===== src/include/fetch_defines.svh =====
`ifndef FETCH_DEFINES_SVH
`define FETCH_DEFINES_SVH

// datapath widths
`define XLEN        32
`define ILEN        32

// cache geometry
`define LINE_WORDS  4                 // words per line, also beats per burst
`define CACHE_LINES 16
`define OFF_W       2                 // log2 of LINE_WORDS
`define IDX_W       4                 // log2 of CACHE_LINES
`define TAG_W       (`XLEN - `IDX_W - `OFF_W - 2)

// backing memory
`define MEM_WORDS   1024              // 4 KiB, addresses wrap
`define MEM_AW      10                // log2 of MEM_WORDS
`define MEM_DELAY   2                 // cycles from accepted address to first beat

// fetch constants
`define RESET_PC    32'h0000_0000
`define NOP_INST    32'h0000_0013     // addi x0 x0 0
`define OPC_JAL     7'b110_1111

`endif

===== src/hdl/fetch_pkg.sv =====
`default_nettype none

`include "fetch_defines.svh"

package fetch_pkg;

  // one instruction word, seen raw or as j-type fields
  typedef union packed {
    logic [`ILEN-1:0] raw;            // as stored in the cache
    struct packed {
      logic       imm20;              // inst[31], sign bit
      logic [9:0] imm10_1;
      logic       imm11;
      logic [7:0] imm19_12;
      logic [4:0] rd;
      logic [6:0] opcode;
    } j;
  } inst_word_u;

endpackage

`default_nettype wire


===== src/hdl/pc_predict.sv =====
`timescale 1ns/100ps
`default_nettype none

`include "fetch_defines.svh"

module pc_predict (
  input  wire                   clk,
  input  wire                   rst_n,
  input  wire                   stall_i,
  input  wire                   redirect_i,
  input  wire  [`XLEN-1:0]      redirect_pc_i,
  output logic                  fetch_valid_o,
  output logic [`XLEN-1:0]      fetch_pc_o,
  input  wire                   hit_i,
  input  wire fetch_pkg::inst_word_u hit_data_i,
  output logic                  inst_valid_o,
  output logic [`ILEN-1:0]      inst_o,
  output logic [`XLEN-1:0]      inst_pc_o
);
  import fetch_pkg::*;

  logic [`XLEN-1:0] pc_q;             // fetch pc
  logic [`XLEN-1:0] pc_nxt;           // predicted successor
  logic [`XLEN-1:0] j_imm;
  logic             take;             // lookup hit, instruction accepted
  logic             inst_valid_q;
  inst_word_u       inst_q;
  logic [`XLEN-1:0] inst_pc_q;

  assign fetch_valid_o = !stall_i && !redirect_i; // no lookup on stall or redirect
  assign fetch_pc_o    = pc_q;
  assign take          = fetch_valid_o && hit_i;

  // j-type immediate, bit 0 always zero
  assign j_imm = {{(`XLEN - 20){hit_data_i.j.imm20}},
                  hit_data_i.j.imm19_12,
                  hit_data_i.j.imm11,
                  hit_data_i.j.imm10_1,
                  1'b0};

  // jal is taken statically, everything else falls through
  always_comb begin
    if (hit_data_i.j.opcode == `OPC_JAL) begin
      pc_nxt = pc_q + j_imm;
    end else begin
      pc_nxt = pc_q + 'd4;
    end
  end

  always_ff @(posedge clk or negedge rst_n) begin
    if (!rst_n) begin
      pc_q         <= `RESET_PC;
      inst_valid_q <= 1'b0;
    end else begin
      inst_valid_q <= take;           // low after redirect or stall
      if (redirect_i) begin
        pc_q <= redirect_pc_i;        // overrides prediction
      end else if (take) begin
        pc_q <= pc_nxt;
      end
    end
  end

  // presented instruction and its pc
  always_ff @(posedge clk) begin
    if (take) begin
      inst_q    <= hit_data_i;
      inst_pc_q <= pc_q;
    end
  end

  assign inst_valid_o = inst_valid_q;
  assign inst_o       = inst_valid_q ? inst_q.raw : `NOP_INST; // bubble
  assign inst_pc_o    = inst_pc_q;

  // the redirect cycle never produces an instruction
  a_no_inst_after_redirect: assert property (
    @(posedge clk) disable iff (!rst_n) redirect_i |=> !inst_valid_o
  );

endmodule

`default_nettype wire


===== config.mk =====
export PLATFORM = sky130hd
export DESIGN_NAME = pc_predict
export DESIGN_NICKNAME = d
export VERILOG_FILES = /design/src/hdl/fetch_pkg.sv /design/src/hdl/pc_predict.sv
export VERILOG_INCLUDE_DIRS = /design/src /design/src/include
export SDC_FILE = /design/constraint.sdc
export NUM_CORES = 1
export LEC_CHECK = 0
export ABC_AREA = 1
export BUFFER_PORTS_ARGS = -buffer_cell sky130_fd_sc_hd__buf_4
export CAP_MARGIN = 10
export CORE_ASPECT_RATIO = 1.5
export CORE_MARGIN = 2
export CORE_UTILIZATION = 50
export DETAILED_ROUTE_END_ITERATION = 7
export PLACE_DENSITY_LB_ADDON = 0.3
export SLEW_MARGIN = 20
export SYNTH_ARGS = -nofsm -noshare
export SYNTH_HDL_FRONTEND = slang
export SYNTH_SLANG_ARGS = --single-unit

===== constraint.sdc =====
create_clock -name clk -period 3.95 [get_ports clk]
set_input_delay 0.79 -clock clk [delete_from_list [all_inputs] [get_ports clk]]
set_output_delay 0.79 -clock clk [all_outputs]
set_load 0.02 [all_outputs]

==> results.py <==
metrics = {
    "status": {
        "outcome": "finished clean",
    },
    "critical_path": {
        "critPathKind": "flip-flop to output port",
        "path_cells": "nand2_1 > inv_1 > buf_4",
        "slowest_delay_ns": 1.00,
        "cp-start-kind": "flip-flop",
        "critPathArrivalTime_ns": 1.72,
        "worst_path_max_delay_cell": "dfrtp_1",
        "cp.required_ns": 3.16,
        "worstPathMaxFanout": 33,
        "crit_family": "flip-flops",
        "path_buf_inv": 2,
        "end_kind": "output port",
    },
    "sta": {
        "max_freq_mhz": 398,
        "whs_ns": 0.377,
        "min_period_ns": 2.51,
        "fin_tns_setup_ns": 0,
        "slew_viol_final": 0,
        "max-slew-margin-rel": 0.333,
        "tightest_slew_ns": 1.00,
        "rsz0062_at_grt": "no",
        "min_period_over_period": 0.636,
        "fin_skew_ns": 0.0121,
        "setup-violations-final": 0,
        "final-hold-violation-count": 0,
    },
    "floorplanning": {
        "num_rows": 52,
        "core_mm2": 0.0135,
        "die_y_um": 148,
        "floorplan.initialDensity": 0.513,
        "io_pins": 167,
        "die_w_um": 100,
        "die_area_mm2": 0.0149,
    },
    "power_and_ir_drop": {
        "power.density_mw_per_mm2": 372,
        "power_uw": 3240,
        "p_leak_uw": 0.00456,
        "ir_drop_mv": 0.218,
    },
    "clock_tree": {
        "cts_setup_buffers": 0,
        "clock_path_buffers": 2,
        "path_clk_slew_ns": 0.08,
        "cts_tree": "built",
        "cts_buffers": 9,
        "htree_levels": 3,
        "cts_sinks": 97,
        "hold_buffers": 0,
        "cts_root_buf": "clkbuf_16",
        "cts-resized-gates": 0,
        "clk_latency_ns": 0.36,
    },
    "yosys": {
        "yosys.area.top_type": "edfxtp_1",
        "synthesis.area_mm2": 0.00694,
        "synth_cells": 1004,
        "seq_area_frac_synth": 0.396,
        "synth_top_area_frac": 0.277,
        "synth.area.top_cells": "edfxtp_1 (28%), nand2_1 (19%), dfrtp_1 (12%), inv_1 (7.8%), nor2_1 (6.3%)",
        "synth.distinct_cells": 41,
        "synthesis.nets": 1105,
        "synth-seq-cells": 97,
        "postSynthAreaPerCell_um2": 6.92,
        "synth_warnings": 0,
    },
    "grt": {
        "grt_pass1_vias": 6660,
        "grt_max_degree": 82,
        "grt_overflow": 0,
        "antenna_found_initial": 0,
        "track_usage": 0.293,
        "grt_pass1_wl_um": 33600,
    },
    "cells_and_area": {
        "syn_to_final_growth_pct": 25.2,
        "layout.nets": 1273,
        "fin_util": 0.642,
        "multi_input_area_mm2": 0.00354,
        "antenna_cells": 0,
        "fill_cells": 1251,
        "drive_gt1_frac": 0.187,
        "fin_area_mm2": 0.00869,
        "final_cell_mix": "nand2_1 (351), buf_4 (175), inv_1 (145), nor2_1 (116), edfxtp_1 (64)",
        "seq_area_mm2": 0.00275,
        "final_common_cell": "nand2_1",
    },
    "place": {
        "place_congestion": 0.951,
        "dpl_cell_area_mm2": 0.00839,
        "dp_hpwl_um": 16800,
        "port-buffer-count": 166,
    },
    "route": {
        "drt_iter0_drc": 526,
        "drc": 0,
        "drtAntennaViolNets": 0,
        "viasPerCell": 5.36,
        "drt-pass1-iter-count": 5,
        "wl_per_cell_um": 16.2,
        "dr_total_vias": 7181,
        "wirelength_um": 21700,
    },
    "hold_path": {
        "hp-class": "input port to asynchronous set/reset pin",
    },
    "job": {
        "cap_violations": 0,
    },
}
-- path summary, 6_finish.rpt --
kind	from	end	slack, ns	cells past startpoint
worst max register to register	fetch_pc_o[3]$_DFFE_PN0P_	fetch_pc_o[14]$_DFFE_PN0P_	1.58	10
max in group asynchronous	rst_n	fetch_pc_o[3]$_DFFE_PN0P_	3.23	1
worst min-delay path	rst_n	fetch_pc_o[27]$_DFFE_PN0P_	0.38	1
worst min register to register	fetch_pc_o[0]$_DFFE_PN0P_	inst_pc_o[0]$_DFFE_PP_	0.49	0
worst max-delay path	inst_valid_o$_DFF_PN0_	inst_o[29]	1.44	3
min in group clk	fetch_pc_o[0]$_DFFE_PN0P_	inst_pc_o[0]$_DFFE_PP_	0.49	0
-- synthesized netlist by cell type, drive strengths merged --
library cell	n
nand2	353
inv	155
nor2	122
edfxtp	64
nand3	63
a21oi	52
o21ai	46
dfrtp	33
ha	31
nor3	15
clkbuf	13
xor2	13
nand4	8
nand3b	7
buf	5
xnor2	4
o21bai	3
a21o	2
and2	2
o22ai	2
or2	2
a211oi	1
a31o	1
a31oi	1
clkinv	1
fa	1
nor3b	1
nor4	1
o211ai	1
o221ai	1
-- flip-flops by register name (all words and copies together) (netlist names) --
signal / cells
inst_q: 32
fetch_pc_o: 32
inst_valid_o: 1
inst_pc_o: 32
-- metrics by stage --
step	setup slack, ns	instances
global placement	1.25	1323
detailed placement	1.24	1323
CTS	1.40	1339
global route	1.30	1339
finish	1.44	1339
floorplan	0.0984	1004
-- cell families after synthesis --
kind of cell,synth area share
buf+inv,0.0946
flops,0.396
fa+ha+maj,0.0587
compound gates,0.0840
simple gates,0.346
xor+xnor,0.0214
-- final cells by class --
| type | count | area share |
|---|---|---|
| multi-input cells | 733 | 0.407 |
| flip-flops and latches | 97 | 0.316 |
| repair buffers | 175 | 0.151 |
| inverters | 156 | 0.0675 |
| clock buffers | 10 | 0.0275 |
| well taps | 162 | 0.0233 |
| clock inverters | 6 | 0.00705 |
-- metal layers --
metal  global-route usage  part of all wire
met5                    0                 0
met4                0.166             0.063
met3               0.0432             0.068
met2                0.533              0.51
met1                0.318              0.36
-- power by group --
part | switching, uW | internal (uW) | total (uW) | leakage [uW]
clock network | 433 | 461 | 894 | 0.000144
registers | 128 | 1170 | 1300 | 0.000995
logic | 655 | 389 | 1040 | 0.00342
total | 1220 | 2020 | 3240 | 0.00456
Note: power is estimated with default switching activity, not from simulation.
