## src/include/fetch_defines.svh

```systemverilog
`ifndef FETCH_DEFINES_SVH
`define FETCH_DEFINES_SVH

// datapath widths
`define XLEN        32
`define ILEN        32

// cache geometry
`define LINE_WORDS  4                 // words per line, also beats per burst
`define CACHE_LINES 16
`define OFF_W       2                 // log2 of LINE_WORDS
`define IDX_W       4                 // log2 of CACHE_LINES
`define TAG_W       (`XLEN - `IDX_W - `OFF_W - 2)

// backing memory
`define MEM_WORDS   1024              // 4 KiB, addresses wrap
`define MEM_AW      10                // log2 of MEM_WORDS
`define MEM_DELAY   2                 // cycles from accepted address to first beat

// fetch constants
`define RESET_PC    32'h0000_0000
`define NOP_INST    32'h0000_0013     // addi x0 x0 0
`define OPC_JAL     7'b110_1111

`endif
```

## src/hdl/cache_refill_if.sv

```systemverilog
`timescale 1ns/100ps
`default_nettype none

`include "fetch_defines.svh"

// line refill between i_cache and the axi read engine
interface cache_refill_if;

  logic             req;              // one-cycle pulse, one refill at a time
  logic [`XLEN-1:0] req_addr;         // line aligned
  logic             beat_valid;
  logic [`ILEN-1:0] beat_data;
  logic             done;             // with the last beat

  modport cache (
    output req, req_addr,
    input  beat_valid, beat_data, done
  );

  modport engine (
    input  req, req_addr,
    output beat_valid, beat_data, done
  );

endinterface

`default_nettype wire

```

## src/hdl/axi_rd_if.sv

```systemverilog
`timescale 1ns/100ps
`default_nettype none

`include "fetch_defines.svh"

// axi read address + read data channels, no ids, no resp
interface axi_rd_if;

  // ar channel
  logic             ar_valid;
  logic             ar_ready;
  logic [`XLEN-1:0] ar_addr;
  logic [7:0]       ar_len;           // beats minus one, incr burst

  // r channel
  logic             r_valid;
  logic             r_ready;
  logic [`ILEN-1:0] r_data;
  logic             r_last;           // final beat of the burst

  modport master (
    output ar_valid, ar_addr, ar_len, r_ready,
    input  ar_ready, r_valid, r_data, r_last
  );

  modport slave (
    input  ar_valid, ar_addr, ar_len, r_ready,
    output ar_ready, r_valid, r_data, r_last
  );

endinterface

`default_nettype wire

```

## src/hdl/axi_rd_master.sv

```systemverilog
`timescale 1ns/100ps
`default_nettype none

`include "fetch_defines.svh"

module axi_rd_master (
  input  wire            clk,
  input  wire            rst_n,
  cache_refill_if.engine refill,
  axi_rd_if.master       axi
);

  localparam logic [1:0] ST_IDLE = 2'd0;
  localparam logic [1:0] ST_ADDR = 2'd1; // ar_valid up
  localparam logic [1:0] ST_DATA = 2'd2; // collecting beats

  logic [1:0]       state_q;
  logic [`XLEN-1:0] addr_q;           // line address held for the ar channel
  logic             r_hs;

  assign axi.ar_valid = (state_q == ST_ADDR);
  assign axi.ar_addr  = addr_q;
  assign axi.ar_len   = 8'(`LINE_WORDS - 1); // whole line per burst
  assign axi.r_ready  = (state_q == ST_DATA); // never back-pressures a refill

  assign r_hs = axi.r_valid && axi.r_ready;

  // beats go straight through to the cache
  assign refill.beat_valid = r_hs;
  assign refill.beat_data  = axi.r_data;
  assign refill.done       = r_hs && axi.r_last;

  always_ff @(posedge clk or negedge rst_n) begin
    if (!rst_n) begin
      state_q <= ST_IDLE;
    end else begin
      case (state_q)
        ST_IDLE: if (refill.req) state_q <= ST_ADDR;
        ST_ADDR: if (axi.ar_ready) state_q <= ST_DATA;
        ST_DATA: if (refill.done) state_q <= ST_IDLE;
        default: state_q <= ST_IDLE;
      endcase
    end
  end

  always_ff @(posedge clk) begin
    if (refill.req && (state_q == ST_IDLE)) begin
      addr_q <= refill.req_addr;
    end
  end

  // address may not move before the slave takes it
  a_ar_addr_stable: assert property (
    @(posedge clk) disable iff (!rst_n)
    axi.ar_valid && !axi.ar_ready |=> $stable(axi.ar_addr)
  );

endmodule

`default_nettype wire

```

## src/flat_wrapper.sv

```systemverilog
// flat-port wrapper written by rule: the top's interface ports become plain ports
module axi_rd_master_flat 
  (clk, rst_n, refill_req, refill_req_addr, refill_beat_valid, refill_beat_data, refill_done, axi_ar_valid, axi_ar_addr, axi_ar_len, axi_r_ready, axi_ar_ready, axi_r_valid, axi_r_data, axi_r_last);
  cache_refill_if refill_i ();
  axi_rd_if axi_i ();
  input  wire clk;
  input  wire rst_n;
  input wire logic [$bits(refill_i.req)-1:0] refill_req;
  input wire logic [$bits(refill_i.req_addr)-1:0] refill_req_addr;
  output wire logic [$bits(refill_i.beat_valid)-1:0] refill_beat_valid;
  output wire logic [$bits(refill_i.beat_data)-1:0] refill_beat_data;
  output wire logic [$bits(refill_i.done)-1:0] refill_done;
  output wire logic [$bits(axi_i.ar_valid)-1:0] axi_ar_valid;
  output wire logic [$bits(axi_i.ar_addr)-1:0] axi_ar_addr;
  output wire logic [$bits(axi_i.ar_len)-1:0] axi_ar_len;
  output wire logic [$bits(axi_i.r_ready)-1:0] axi_r_ready;
  input wire logic [$bits(axi_i.ar_ready)-1:0] axi_ar_ready;
  input wire logic [$bits(axi_i.r_valid)-1:0] axi_r_valid;
  input wire logic [$bits(axi_i.r_data)-1:0] axi_r_data;
  input wire logic [$bits(axi_i.r_last)-1:0] axi_r_last;
  assign refill_i.req = refill_req;
  assign refill_i.req_addr = refill_req_addr;
  assign refill_beat_valid = refill_i.beat_valid;
  assign refill_beat_data = refill_i.beat_data;
  assign refill_done = refill_i.done;
  assign axi_ar_valid = axi_i.ar_valid;
  assign axi_ar_addr = axi_i.ar_addr;
  assign axi_ar_len = axi_i.ar_len;
  assign axi_r_ready = axi_i.r_ready;
  assign axi_i.ar_ready = axi_ar_ready;
  assign axi_i.r_valid = axi_r_valid;
  assign axi_i.r_data = axi_r_data;
  assign axi_i.r_last = axi_r_last;
  axi_rd_master u_core (.clk(clk), .rst_n(rst_n), .refill(refill_i), .axi(axi_i));
endmodule
```

## config.mk

```make
export PLATFORM = sky130hd
export DESIGN_NAME = axi_rd_master_flat
export DESIGN_NICKNAME = d
export VERILOG_FILES = /design/src/hdl/cache_refill_if.sv /design/src/hdl/axi_rd_if.sv /design/src/hdl/axi_rd_master.sv /design/src/flat_wrapper.sv
export VERILOG_INCLUDE_DIRS = /design/src /design/src/include
export SDC_FILE = /design/constraint.sdc
export NUM_CORES = 1
export LEC_CHECK = 0
export BUFFER_PORTS_ARGS = -buffer_cell sky130_fd_sc_hd__buf_2
export CAP_MARGIN = 20
export CORE_MARGIN = 4
export CORE_UTILIZATION = 30
export CTS_BUF_LIST = sky130_fd_sc_hd__clkbuf_4
export CTS_CLUSTER_DIAMETER = 150
export DETAILED_ROUTE_END_ITERATION = 8
export HOLD_SLACK_MARGIN = 0.12
export PLACE_DENSITY = 0.67
export SLEW_MARGIN = 20
export SYNTH_ARGS = -nofsm -noshare
export SYNTH_HDL_FRONTEND = slang
export SYNTH_SLANG_ARGS = --single-unit
```

## constraint.sdc

```tcl
create_clock -name clk -period 5.5 [get_ports clk]
set_clock_uncertainty 0.15 [all_clocks]
set_input_delay 0.825 -clock clk [delete_from_list [all_inputs] [get_ports clk]]
set_output_delay 0.825 -clock clk [all_outputs]
set_load 0.01 [all_outputs]
```

==> results.ini <==
[power_and_ir_drop]
leakagePower_nw=0.714
p_switching_uw=185
p_comb_frac=0.240
ir_drop_mv=0.124
p_per_area_nw_per_um2=401
switching_share=0.285
clkPwrFrac=0.182
p_seq_frac=0.578
internal_power_uw=463

[logic_synthesis]
avgSynthCellArea_um2=16.4
synth-seq-area-share=0.726
ys_warn_count=0
yosys.area.top_type=edfxtp_1
syn-cell-area_um2=1390
synth_seq_cells=34
synthDistinctLibCells=12
yosysTopAreaCellShare=0.690
netlist_instances=85
synth.area.top_cells=edfxtp_1 69%, buf_4 22%, dfrtp_1 3.6%

[die]
start_util=0.315
dieArea_um2=5800
ios=146
die_x_um=76.1
core-area_um2=4410
row_count=24
die_y_um=76.1

[timing]
fin_crit_ns=2.25
fmax_mhz=445
final-setup-viol-count=0
setup_tns_ns=0
drv_slew=0
hold_ws_ns=0.420
post-route-period-util=0.409
grt_setup_unrepaired=no
hold_viol=0

[clocking]
path_clk_slew_ns=0.09
cts_tree=done
root_buffer=clkbuf_4
cts-htree-levels=2
clk_latency_ns=0.32
cts_inserted_buffers=5
cts_sinks=34
cts_resized=0
clockBufferDepth=2

[detailed_routing]
drt_pass1_iterations=4
post_drt_wl_per_cell_um=17.1
drc=0
first_iter_violations=19
ant_nets=0
viasPerCell=4.13
vias=769
finalWirelength_um=3180

[worst_setup_path]
timing.rr.end=u_core.axi.ar_addr[7]
reg2reg_slack_ns=3.95
critPathLaunchType=register
reg2reg_from=u_core.state_q[0]
reg2reg_depth=2
end_kind=output port
worst_ep_required_time_ns=4.53
cp-startpoint=u_core.state_q[1]
path_class=register to output port
crit_fanout=4
crit_arrival_ns=1.27

[layout]
num_antenna_cells=0
layout-drive-gt1-share=0.627
post-route-util=0.366
fillCellCount=430
nNetsFinal=203
area_growth_pct=16.1

[worst_hold_path]
holdPathEnd=u_core.state_q[0]
holdCritPathClass=register to register
hp-start=u_core.state_q[1]
whs_path_depth=1

[grt]
grt_max_degree=33
gr-usage-all-layers=0.102
grt_overflow=0
grt_pass1_vias=773
grt_pass1_wl_um=4540
antenna_found_initial=0

[job]
drv_cap=0

[placed_design]
io_buffer_count=73
gp_congestion=0.631
hpwl_um=2670

[run_status]
status=finished, final reports clean

-- layer usage --
| layer | share of wire | global-route usage |
|---|---|---|
| met1 | 0.28 | 0.0792 |
| met2 | 0.49 | 0.177 |
| met3 | 0.20 | 0.0816 |
| met4 | 0.033 | 0.0524 |
| met5 | 0 | 0 |
-- how the worst max path moves through the flow --
stage,endpoint,slack (ns),cells past startpoint
floorplan,u_core.axi.ar_addr[0],1.69,1
global placement,refill_beat_valid,3.30,3
detailed placement,refill_beat_valid,3.30,3
CTS,refill_done,3.22,3
global route,refill_done,3.17,3
finish,refill_done,3.25,3
-- cell families (layout without fill, tap and decap cells) --
family          Yosys count  after routing  synth area share
buf+inv                  40             83             0.216
other cells               2              8           0.00539
flops                    34             34             0.726
compound gates            2              2            0.0126
simple gates              7              7            0.0404
-- Yosys cell counts --
master,number
buf_4,40
nor3b_1,1
nor2_1,1
and2_2,1
and3_1,1
nor2b_4,2
a211oi_1,1
a22o_2,1
edfxtp_1,32
dfrtp_1,2
conb_1,2
nand2_1,1
-- layout make-up --
cell class                      instances  area [µm²]  share of cell area
Clock inverter                          3        11.3             0.00697
Multi-Input combinational cell         17         109              0.0673
Timing Repair Buffer                   75         383               0.237
Sequential cell                        34        1010               0.625
Clock buffer                            5        37.5              0.0232
Tap cell                               52        65.1              0.0402
-- state kept, by name, indices dropped and copies added, names as in the netlist --
signal	flops
u_core.state_q	2
u_core.axi.ar_addr	32
-- power by group through the flow --
stage               Combinational [mW]  Sequential (mW)  Clock (mW)
finish                           0.155            0.375       0.118
floorplan                       0.0827            0.408           0
detailed placement               0.158            0.381           0
global route                     0.170            0.380       0.137
CTS                              0.159            0.376       0.126
global placement                 0.156            0.379           0
-- layout by cell type (no fill, tap or decap) --
master	instances
nor2_1	1
buf_2	73
dfrtp_1	2
nor3b_2	1
nor2b_4	2
a211oi_1	1
and2_2	1
and3_1	1
nand2_1	1
dlygate4sd3_1	1
clkinv_1	3
buf_4	1
edfxtp_1	32
clkbuf_4	5
a22o_2	1
conb_1	8
-- critical path, stage by stage, from the launching register on --
cell,delay [ns]
dfrtp_1,0.46
nor2b_4,0.21
and3_1,0.16
buf_2,0.13
-- through the flow --
| step | instances | power, mW | setup slack, ns | cell area (µm²) |
|---|---|---|---|---|
| finish | 186 | 0.648 | 3.25 | 1620 |
| global route | 186 | 0.688 | 3.17 | 1620 |
| CTS | 186 | 0.661 | 3.22 | 1620 |
| detailed placement | 177 | 0.539 | 3.30 | 1560 |
| global placement | 177 | 0.535 | 3.30 | 1560 |
| floorplan | 91 | 0.491 | 1.69 | 1420 |
-- repair_timing --
item	in CTS	in global routing
hold buffers	1	0
hold endpoints to repair	2	0
endpoints found under the setup margin	0	0
buffers inserted	0	0
Power figures use the tool's default switching activity.
