`src/include/fetch_defines.svh`:
```
`ifndef FETCH_DEFINES_SVH
`define FETCH_DEFINES_SVH

// datapath widths
`define XLEN        32
`define ILEN        32

// cache geometry
`define LINE_WORDS  4                 // words per line, also beats per burst
`define CACHE_LINES 16
`define OFF_W       2                 // log2 of LINE_WORDS
`define IDX_W       4                 // log2 of CACHE_LINES
`define TAG_W       (`XLEN - `IDX_W - `OFF_W - 2)

// backing memory
`define MEM_WORDS   1024              // 4 KiB, addresses wrap
`define MEM_AW      10                // log2 of MEM_WORDS
`define MEM_DELAY   2                 // cycles from accepted address to first beat

// fetch constants
`define RESET_PC    32'h0000_0000
`define NOP_INST    32'h0000_0013     // addi x0 x0 0
`define OPC_JAL     7'b110_1111

`endif
```
`src/hdl/fetch_pkg.sv`:
```
`default_nettype none

`include "fetch_defines.svh"

package fetch_pkg;

  // one instruction word, seen raw or as j-type fields
  typedef union packed {
    logic [`ILEN-1:0] raw;            // as stored in the cache
    struct packed {
      logic       imm20;              // inst[31], sign bit
      logic [9:0] imm10_1;
      logic       imm11;
      logic [7:0] imm19_12;
      logic [4:0] rd;
      logic [6:0] opcode;
    } j;
  } inst_word_u;

endpackage

`default_nettype wire

```
`src/hdl/cache_refill_if.sv`:
```
`timescale 1ns/100ps
`default_nettype none

`include "fetch_defines.svh"

// line refill between i_cache and the axi read engine
interface cache_refill_if;

  logic             req;              // one-cycle pulse, one refill at a time
  logic [`XLEN-1:0] req_addr;         // line aligned
  logic             beat_valid;
  logic [`ILEN-1:0] beat_data;
  logic             done;             // with the last beat

  modport cache (
    output req, req_addr,
    input  beat_valid, beat_data, done
  );

  modport engine (
    input  req, req_addr,
    output beat_valid, beat_data, done
  );

endinterface

`default_nettype wire

```
`src/hdl/i_cache.sv`:
```
`timescale 1ns/100ps
`default_nettype none

`include "fetch_defines.svh"

module i_cache (
  input  wire                   clk,
  input  wire                   rst_n,
  input  wire                   flush_i,
  input  wire                   lookup_valid_i,
  input  wire  [`XLEN-1:0]      lookup_pc_i,
  output logic                  hit_o,
  output fetch_pkg::inst_word_u hit_data_o,
  cache_refill_if.cache         refill
);

  // pc split
  logic [`OFF_W-1:0]       off;
  logic [`IDX_W-1:0]       idx;
  logic [`TAG_W-1:0]       tag;

  // line storage
  logic [`CACHE_LINES-1:0] valid_q;
  logic [`TAG_W-1:0]       tag_q  [`CACHE_LINES];
  logic [`ILEN-1:0]        data_q [`CACHE_LINES][`LINE_WORDS];

  // refill tracking
  logic                    refilling_q;
  logic                    flush_pend_q; // flush held back by a refill
  logic                    miss;
  logic                    flush_now;
  logic [`IDX_W-1:0]       fill_idx_q;
  logic [`TAG_W-1:0]       fill_tag_q;
  logic [`OFF_W-1:0]       fill_cnt_q;  // next beat slot
  logic                    req_q;
  logic [`XLEN-1:0]        req_addr_q;

  assign off = lookup_pc_i[`OFF_W+1:2];
  assign idx = lookup_pc_i[`IDX_W+`OFF_W+1:`OFF_W+2];
  assign tag = lookup_pc_i[`XLEN-1:`XLEN-`TAG_W];

  assign hit_o          = lookup_valid_i && valid_q[idx] && (tag_q[idx] == tag);
  assign hit_data_o.raw = data_q[idx][off];

  // only one refill in flight, later misses wait for it
  assign miss      = lookup_valid_i && !hit_o && !refilling_q;
  assign flush_now = (flush_i || flush_pend_q) && !refilling_q;

  assign refill.req      = req_q;
  assign refill.req_addr = req_addr_q;

  always_ff @(posedge clk or negedge rst_n) begin
    if (!rst_n) begin
      valid_q      <= '0;             // cold cache
      refilling_q  <= 1'b0;
      flush_pend_q <= 1'b0;
      req_q        <= 1'b0;
      fill_cnt_q   <= '0;
    end else begin
      req_q <= miss;                  // single pulse, refilling_q blocks repeats
      if (flush_now) begin
        valid_q <= '0;
      end
      if (miss) begin
        refilling_q  <= 1'b1;
        valid_q[idx] <= 1'b0;         // line gets overwritten beat by beat
        fill_cnt_q   <= '0;
      end
      if (refill.beat_valid) begin
        fill_cnt_q <= fill_cnt_q + 1'b1;
      end
      if (refill.done) begin
        refilling_q         <= 1'b0;
        valid_q[fill_idx_q] <= 1'b1;
      end
      if (flush_now) begin
        flush_pend_q <= 1'b0;
      end else if (flush_i) begin
        flush_pend_q <= 1'b1;         // apply once the refill is done
      end
    end
  end

  // line data and tags
  always_ff @(posedge clk) begin
    if (miss) begin
      fill_idx_q <= idx;
      fill_tag_q <= tag;
      req_addr_q <= {lookup_pc_i[`XLEN-1:`OFF_W+2], {(`OFF_W+2){1'b0}}};
    end
    if (refill.beat_valid) begin
      data_q[fill_idx_q][fill_cnt_q] <= refill.beat_data;
    end
    if (refill.done) begin
      tag_q[fill_idx_q] <= fill_tag_q;
    end
  end

  // a new request never overlaps a running refill
  a_req_not_refilling: assert property (
    @(posedge clk) disable iff (!rst_n) refill.req |-> !$past(refilling_q)
  );

  // the engine finishes only what was asked for
  a_done_in_refill: assert property (
    @(posedge clk) disable iff (!rst_n) refill.done |-> refilling_q && !refill.req
  );

endmodule

`default_nettype wire

```
`src/flat_wrapper.sv`:
```
// flat-port wrapper written by rule: the top's interface ports become plain ports
module i_cache_flat 
  (clk, rst_n, flush_i, lookup_valid_i, lookup_pc_i, hit_o, hit_data_o, refill_req, refill_req_addr, refill_beat_valid, refill_beat_data, refill_done);
  cache_refill_if refill_i ();
  input  wire clk;
  input  wire rst_n;
  input  wire flush_i;
  input  wire lookup_valid_i;
  input  wire  [`XLEN-1:0] lookup_pc_i;
  output logic hit_o;
  output fetch_pkg::inst_word_u hit_data_o;
  output wire logic [$bits(refill_i.req)-1:0] refill_req;
  output wire logic [$bits(refill_i.req_addr)-1:0] refill_req_addr;
  input wire logic [$bits(refill_i.beat_valid)-1:0] refill_beat_valid;
  input wire logic [$bits(refill_i.beat_data)-1:0] refill_beat_data;
  input wire logic [$bits(refill_i.done)-1:0] refill_done;
  assign refill_req = refill_i.req;
  assign refill_req_addr = refill_i.req_addr;
  assign refill_i.beat_valid = refill_beat_valid;
  assign refill_i.beat_data = refill_beat_data;
  assign refill_i.done = refill_done;
  i_cache u_core (.clk(clk), .rst_n(rst_n), .flush_i(flush_i), .lookup_valid_i(lookup_valid_i), .lookup_pc_i(lookup_pc_i), .hit_o(hit_o), .hit_data_o(hit_data_o), .refill(refill_i));
endmodule
```
`config.mk`:
```
export PLATFORM = sky130hd
export DESIGN_NAME = i_cache_flat
export DESIGN_NICKNAME = d
export VERILOG_FILES = /design/src/hdl/fetch_pkg.sv /design/src/hdl/cache_refill_if.sv /design/src/hdl/i_cache.sv /design/src/flat_wrapper.sv
export VERILOG_INCLUDE_DIRS = /design/src /design/src/include
export SDC_FILE = /design/constraint.sdc
export NUM_CORES = 2
export LEC_CHECK = 0
export BUFFER_PORTS_ARGS = -buffer_cell sky130_fd_sc_hd__buf_2
export CORE_UTILIZATION = 45
export DETAILED_ROUTE_END_ITERATION = 8
export PLACE_DENSITY = 0.64
export SLEW_MARGIN = 10
export SYNTH_ARGS = -nofsm -noshare
export SYNTH_HDL_FRONTEND = slang
export SYNTH_SLANG_ARGS = --single-unit
export TNS_END_PERCENT = 5
```
`constraint.sdc`:
```
create_clock -name clk -period 6.5 [get_ports clk]
set_clock_uncertainty 0.05 [all_clocks]
set_input_delay 1.3 -clock clk [delete_from_list [all_inputs] [get_ports clk]]
set_output_delay 1.3 -clock clk [all_outputs]
set_load 0.05 [all_outputs]
```
==> qor.csv <==
stage,metric,value,unit
timing,hold_viol,0,
routing,drt-initial-drc-count,5608,
run,drv_cap,0,
clock_tree,cts_made_buffers,233,
power_and_ir_drop,power-per-cell-area,305.0,mW/mm2
logic_synthesis,syn_area,0.09532,mm2
logic_synthesis,syn_inst,3878,
power_and_ir_drop,seqPwrFrac,54.2,%
routing,ant_nets,0,
finish,multiInputGateArea,0.02046,mm2
logic_synthesis,async_reset_ff_share,0.8464,%
place,gp_congestion,0.7905,
power_and_ir_drop,peakVddDrop,0.2703,mV
timing,setup_viol,0,
power_and_ir_drop,p_leak,0.03331,uW
worst_setup_path,critPathRequiredTime,5.15,ns
timing,tns,0,ns
routing,viasPerCell,6.098,
power_and_ir_drop,p_int,25730,uW
finish,register_area,0.07440,mm2
worst_setup_path,end_kind,primary output,
clock_tree,cts_root_buffer,clkbuf_16,
worst_setup_path,cp_max_fo,38,
routing,drcViolationCount,0,
clock_tree,path_clk_slew,0.06,ns
logic_synthesis,syn_area_per_cell,24.58,um2
worst_setup_path,cp-start-kind,primary input,
floorplan,io_pins,136,
power_and_ir_drop,clockPowerShare,40.0,%
logic_synthesis,ys.flop_type,edfxtp_1,
floorplan,initial_core_util,45.39,%
clock_tree,tritoncts,done,
power_and_ir_drop,netSwitchingPower,7152,uW
timing,fmax,159.3,MHz
global_routing,grt_usage,22.13,%
worst_setup_path,r2r_slack,2.75,ns
floorplan,die_y,462.2,um
routing,wl,235000,um
worst_setup_path,critPathKind,in -> out,
timing,hold_slack,0.3862,ns
clock_tree,insertion_delay,0.86,ns
place,port_buffers,129,
routing,wl_per_cell,32.63,um
clock_tree,cts.sinks,2481,
logic_synthesis,ys_seq_elements,2481,
timing,fin_ws,0.2224,ns
power_and_ir_drop,p_comb_share,5.8,%
timing,slew_viol_final,0,
power_and_ir_drop,switching_share,21.75,%
global_routing,grt_pass1_vias,44230,
timing,rsz0062_at_grt,no,
floorplan,die_area,0.2137,mm2
timing,fin_crit,6.278,ns
run_status,status,finished clean,
logic_synthesis,yosys.cell_types.count,65,
floorplan,num_rows,168,
timing,worst_slew_pin_slew,1.250,ns
finish,drive_above_1_share,33.05,%
logic_synthesis,yosysWarnings,0,
place,dpl_worst_slack,0.2074,ns
finish,fin_nets,4264,
routing,num_vias,43910,
finish,fill_cells,16070,
routing,drtPass1Iterations,5,
worst_setup_path,critical_path_arrival,4.93,ns
finish,final_cell_mix,"edfxtp_1, mux4_2, clkbuf_16",
finish,area_growth_syn_to_layout,13.11,%
floorplan,die_w,462.2,um
clock_tree,cts_resized,0,
global_routing,gr-total-overflow,0,
global_routing,grt_pass1_wl,330600,um
floorplan,core-area,0.2100,mm2
global_routing,grt_start_max_net_pins,82,
clock_tree,htree_levels,4,
timing,period_share,96.58,%
place,dp_hpwl,128400,um
global_routing,grt_antenna_before_repair,40,
clock_tree,post_cts_buffers,0,
finish,final_common_cell,edfxtp_1,
finish,fin_util,51.34,%
logic_synthesis,synth_edf_count,2460,
logic_synthesis,yosysSeqAreaShare,78.05,%
clock_tree,holdBufCountCts,0,
clock_tree,clk_path_buf_depth,3,
min_path,holdCritPathClass,in -> async,
timing,slew_headroom,16.52,%
[cell families (layout without fill, tap and decap cells)]
logic type      after synthesis  after routing  synth area share [%]
flops                      2481           2481                 78.05
mux                         822            822                 18.54
buf+inv                     216            716                 1.104
simple gates                215            215                 1.046
compound gates              118            118                 1.012
xor+xnor                     21             21                0.1930
fa+ha+maj                     4              4               0.05251
other cells                   1             19              0.003934
[sequential cells by signal, summed over array words and instances (netlist names), 2 cells and up]
signal,count
u_core.fill_idx_q,3
u_core.data_q,2048
u_core.fill_cnt_q,2
u_core.valid_q,16
u_core.fill_tag_q,24
u_core.tag_q,384
[worst max-delay path: stages]
cell	delay, ns
buf_8	0.37
buf_12	0.27
buf_12	0.19
mux4_2	0.50
mux2i_1	0.18
xnor2_1	0.08
nor4_1	0.43
a21oi_1	0.16
or4_1	0.42
nor4_1	0.50
buf_4	0.21
buf_2	0.25
[routing by layer]
layer / GRT usage (%) / part of all wire [%] / vias to the layer above / wire length [um]
met5: 0 / 0.035 / - / 82
met1: 31.68 / 41 / 24000 / 96000
met4: 5.663 / 2.1 / 12 / 4926
li1: - / - / 17460 / -
met2: 34.55 / 48 / 2075 / 112300
met3: 5.019 / 9.2 / 370 / 21680
[worst paths after layout]
path	depth (start not counted)	from	to
min	1	rst_n	u_core.refill.req
min reg2reg	1	u_core.flush_pend_q	u_core.flush_pend_q
max in group asynchronous	1	rst_n	u_core.valid_q[14]
min in group clk	1	u_core.flush_pend_q	u_core.flush_pend_q
max	12	lookup_pc_i[4]	hit_o
max reg2reg	10	u_core.tag_q[9][22]	u_core.fill_tag_q[10]
[synthesized netlist by cell type, types with 10 or more instances]
cell / number / area, um2
a21o_1: 13 / 97.59
a21oi_1: 24 / 120.1
a21oi_4: 10 / 162.7
a22oi_1: 11 / 82.58
buf_1: 30 / 112.6
buf_2: 74 / 370.4
buf_6: 10 / 112.6
clkbuf_1: 79 / 296.5
dfrtp_1: 21 / 525.5
edfxtp_1: 2460 / 73870
inv_1: 13 / 48.80
mux2i_1: 64 / 640.6
mux4_2: 754 / 16980
nand2_1: 37 / 138.9
nand3_1: 11 / 55.05
nor2_1: 95 / 356.6
nor2b_1: 12 / 75.07
nor3_1: 20 / 100.1
nor4_1: 10 / 62.56
xnor2_1: 14 / 122.6
[through the flow]
stage / area, um2 / total power [uW] / std cells
finish: 107800 / 32880 / 7201
global route: 107800 / 33750 / 7194
CTS: 107800 / 33080 / 7186
detailed placement: 100500 / 20080 / 6760
global placement: 100500 / 20040 / 6760
floorplan: 95330 / 19270 / 3881
[power by group through the flow]
stage | logic [uW] | clock network [uW] | registers (uW)
finish | 1910 | 13200 | 17800
global route | 2000 | 13900 | 17800
CTS | 1920 | 13300 | 17800
detailed placement | 1920 | 0 | 18200
global placement | 1890 | 0 | 18100
floorplan | 1100 | 0 | 18200
[final cells by class]
cell class	count	area share (%)
diodes	15	0.03482
clock buffers	289	5.702
clock inverters	137	1.072
inverters	14	0.05571
multi-input cells	1184	18.98
flip-flops and latches	2481	69.01
well taps	2805	3.255
repair buffers	276	1.899
No activity file was read; power rests on OpenSTA's default activity.
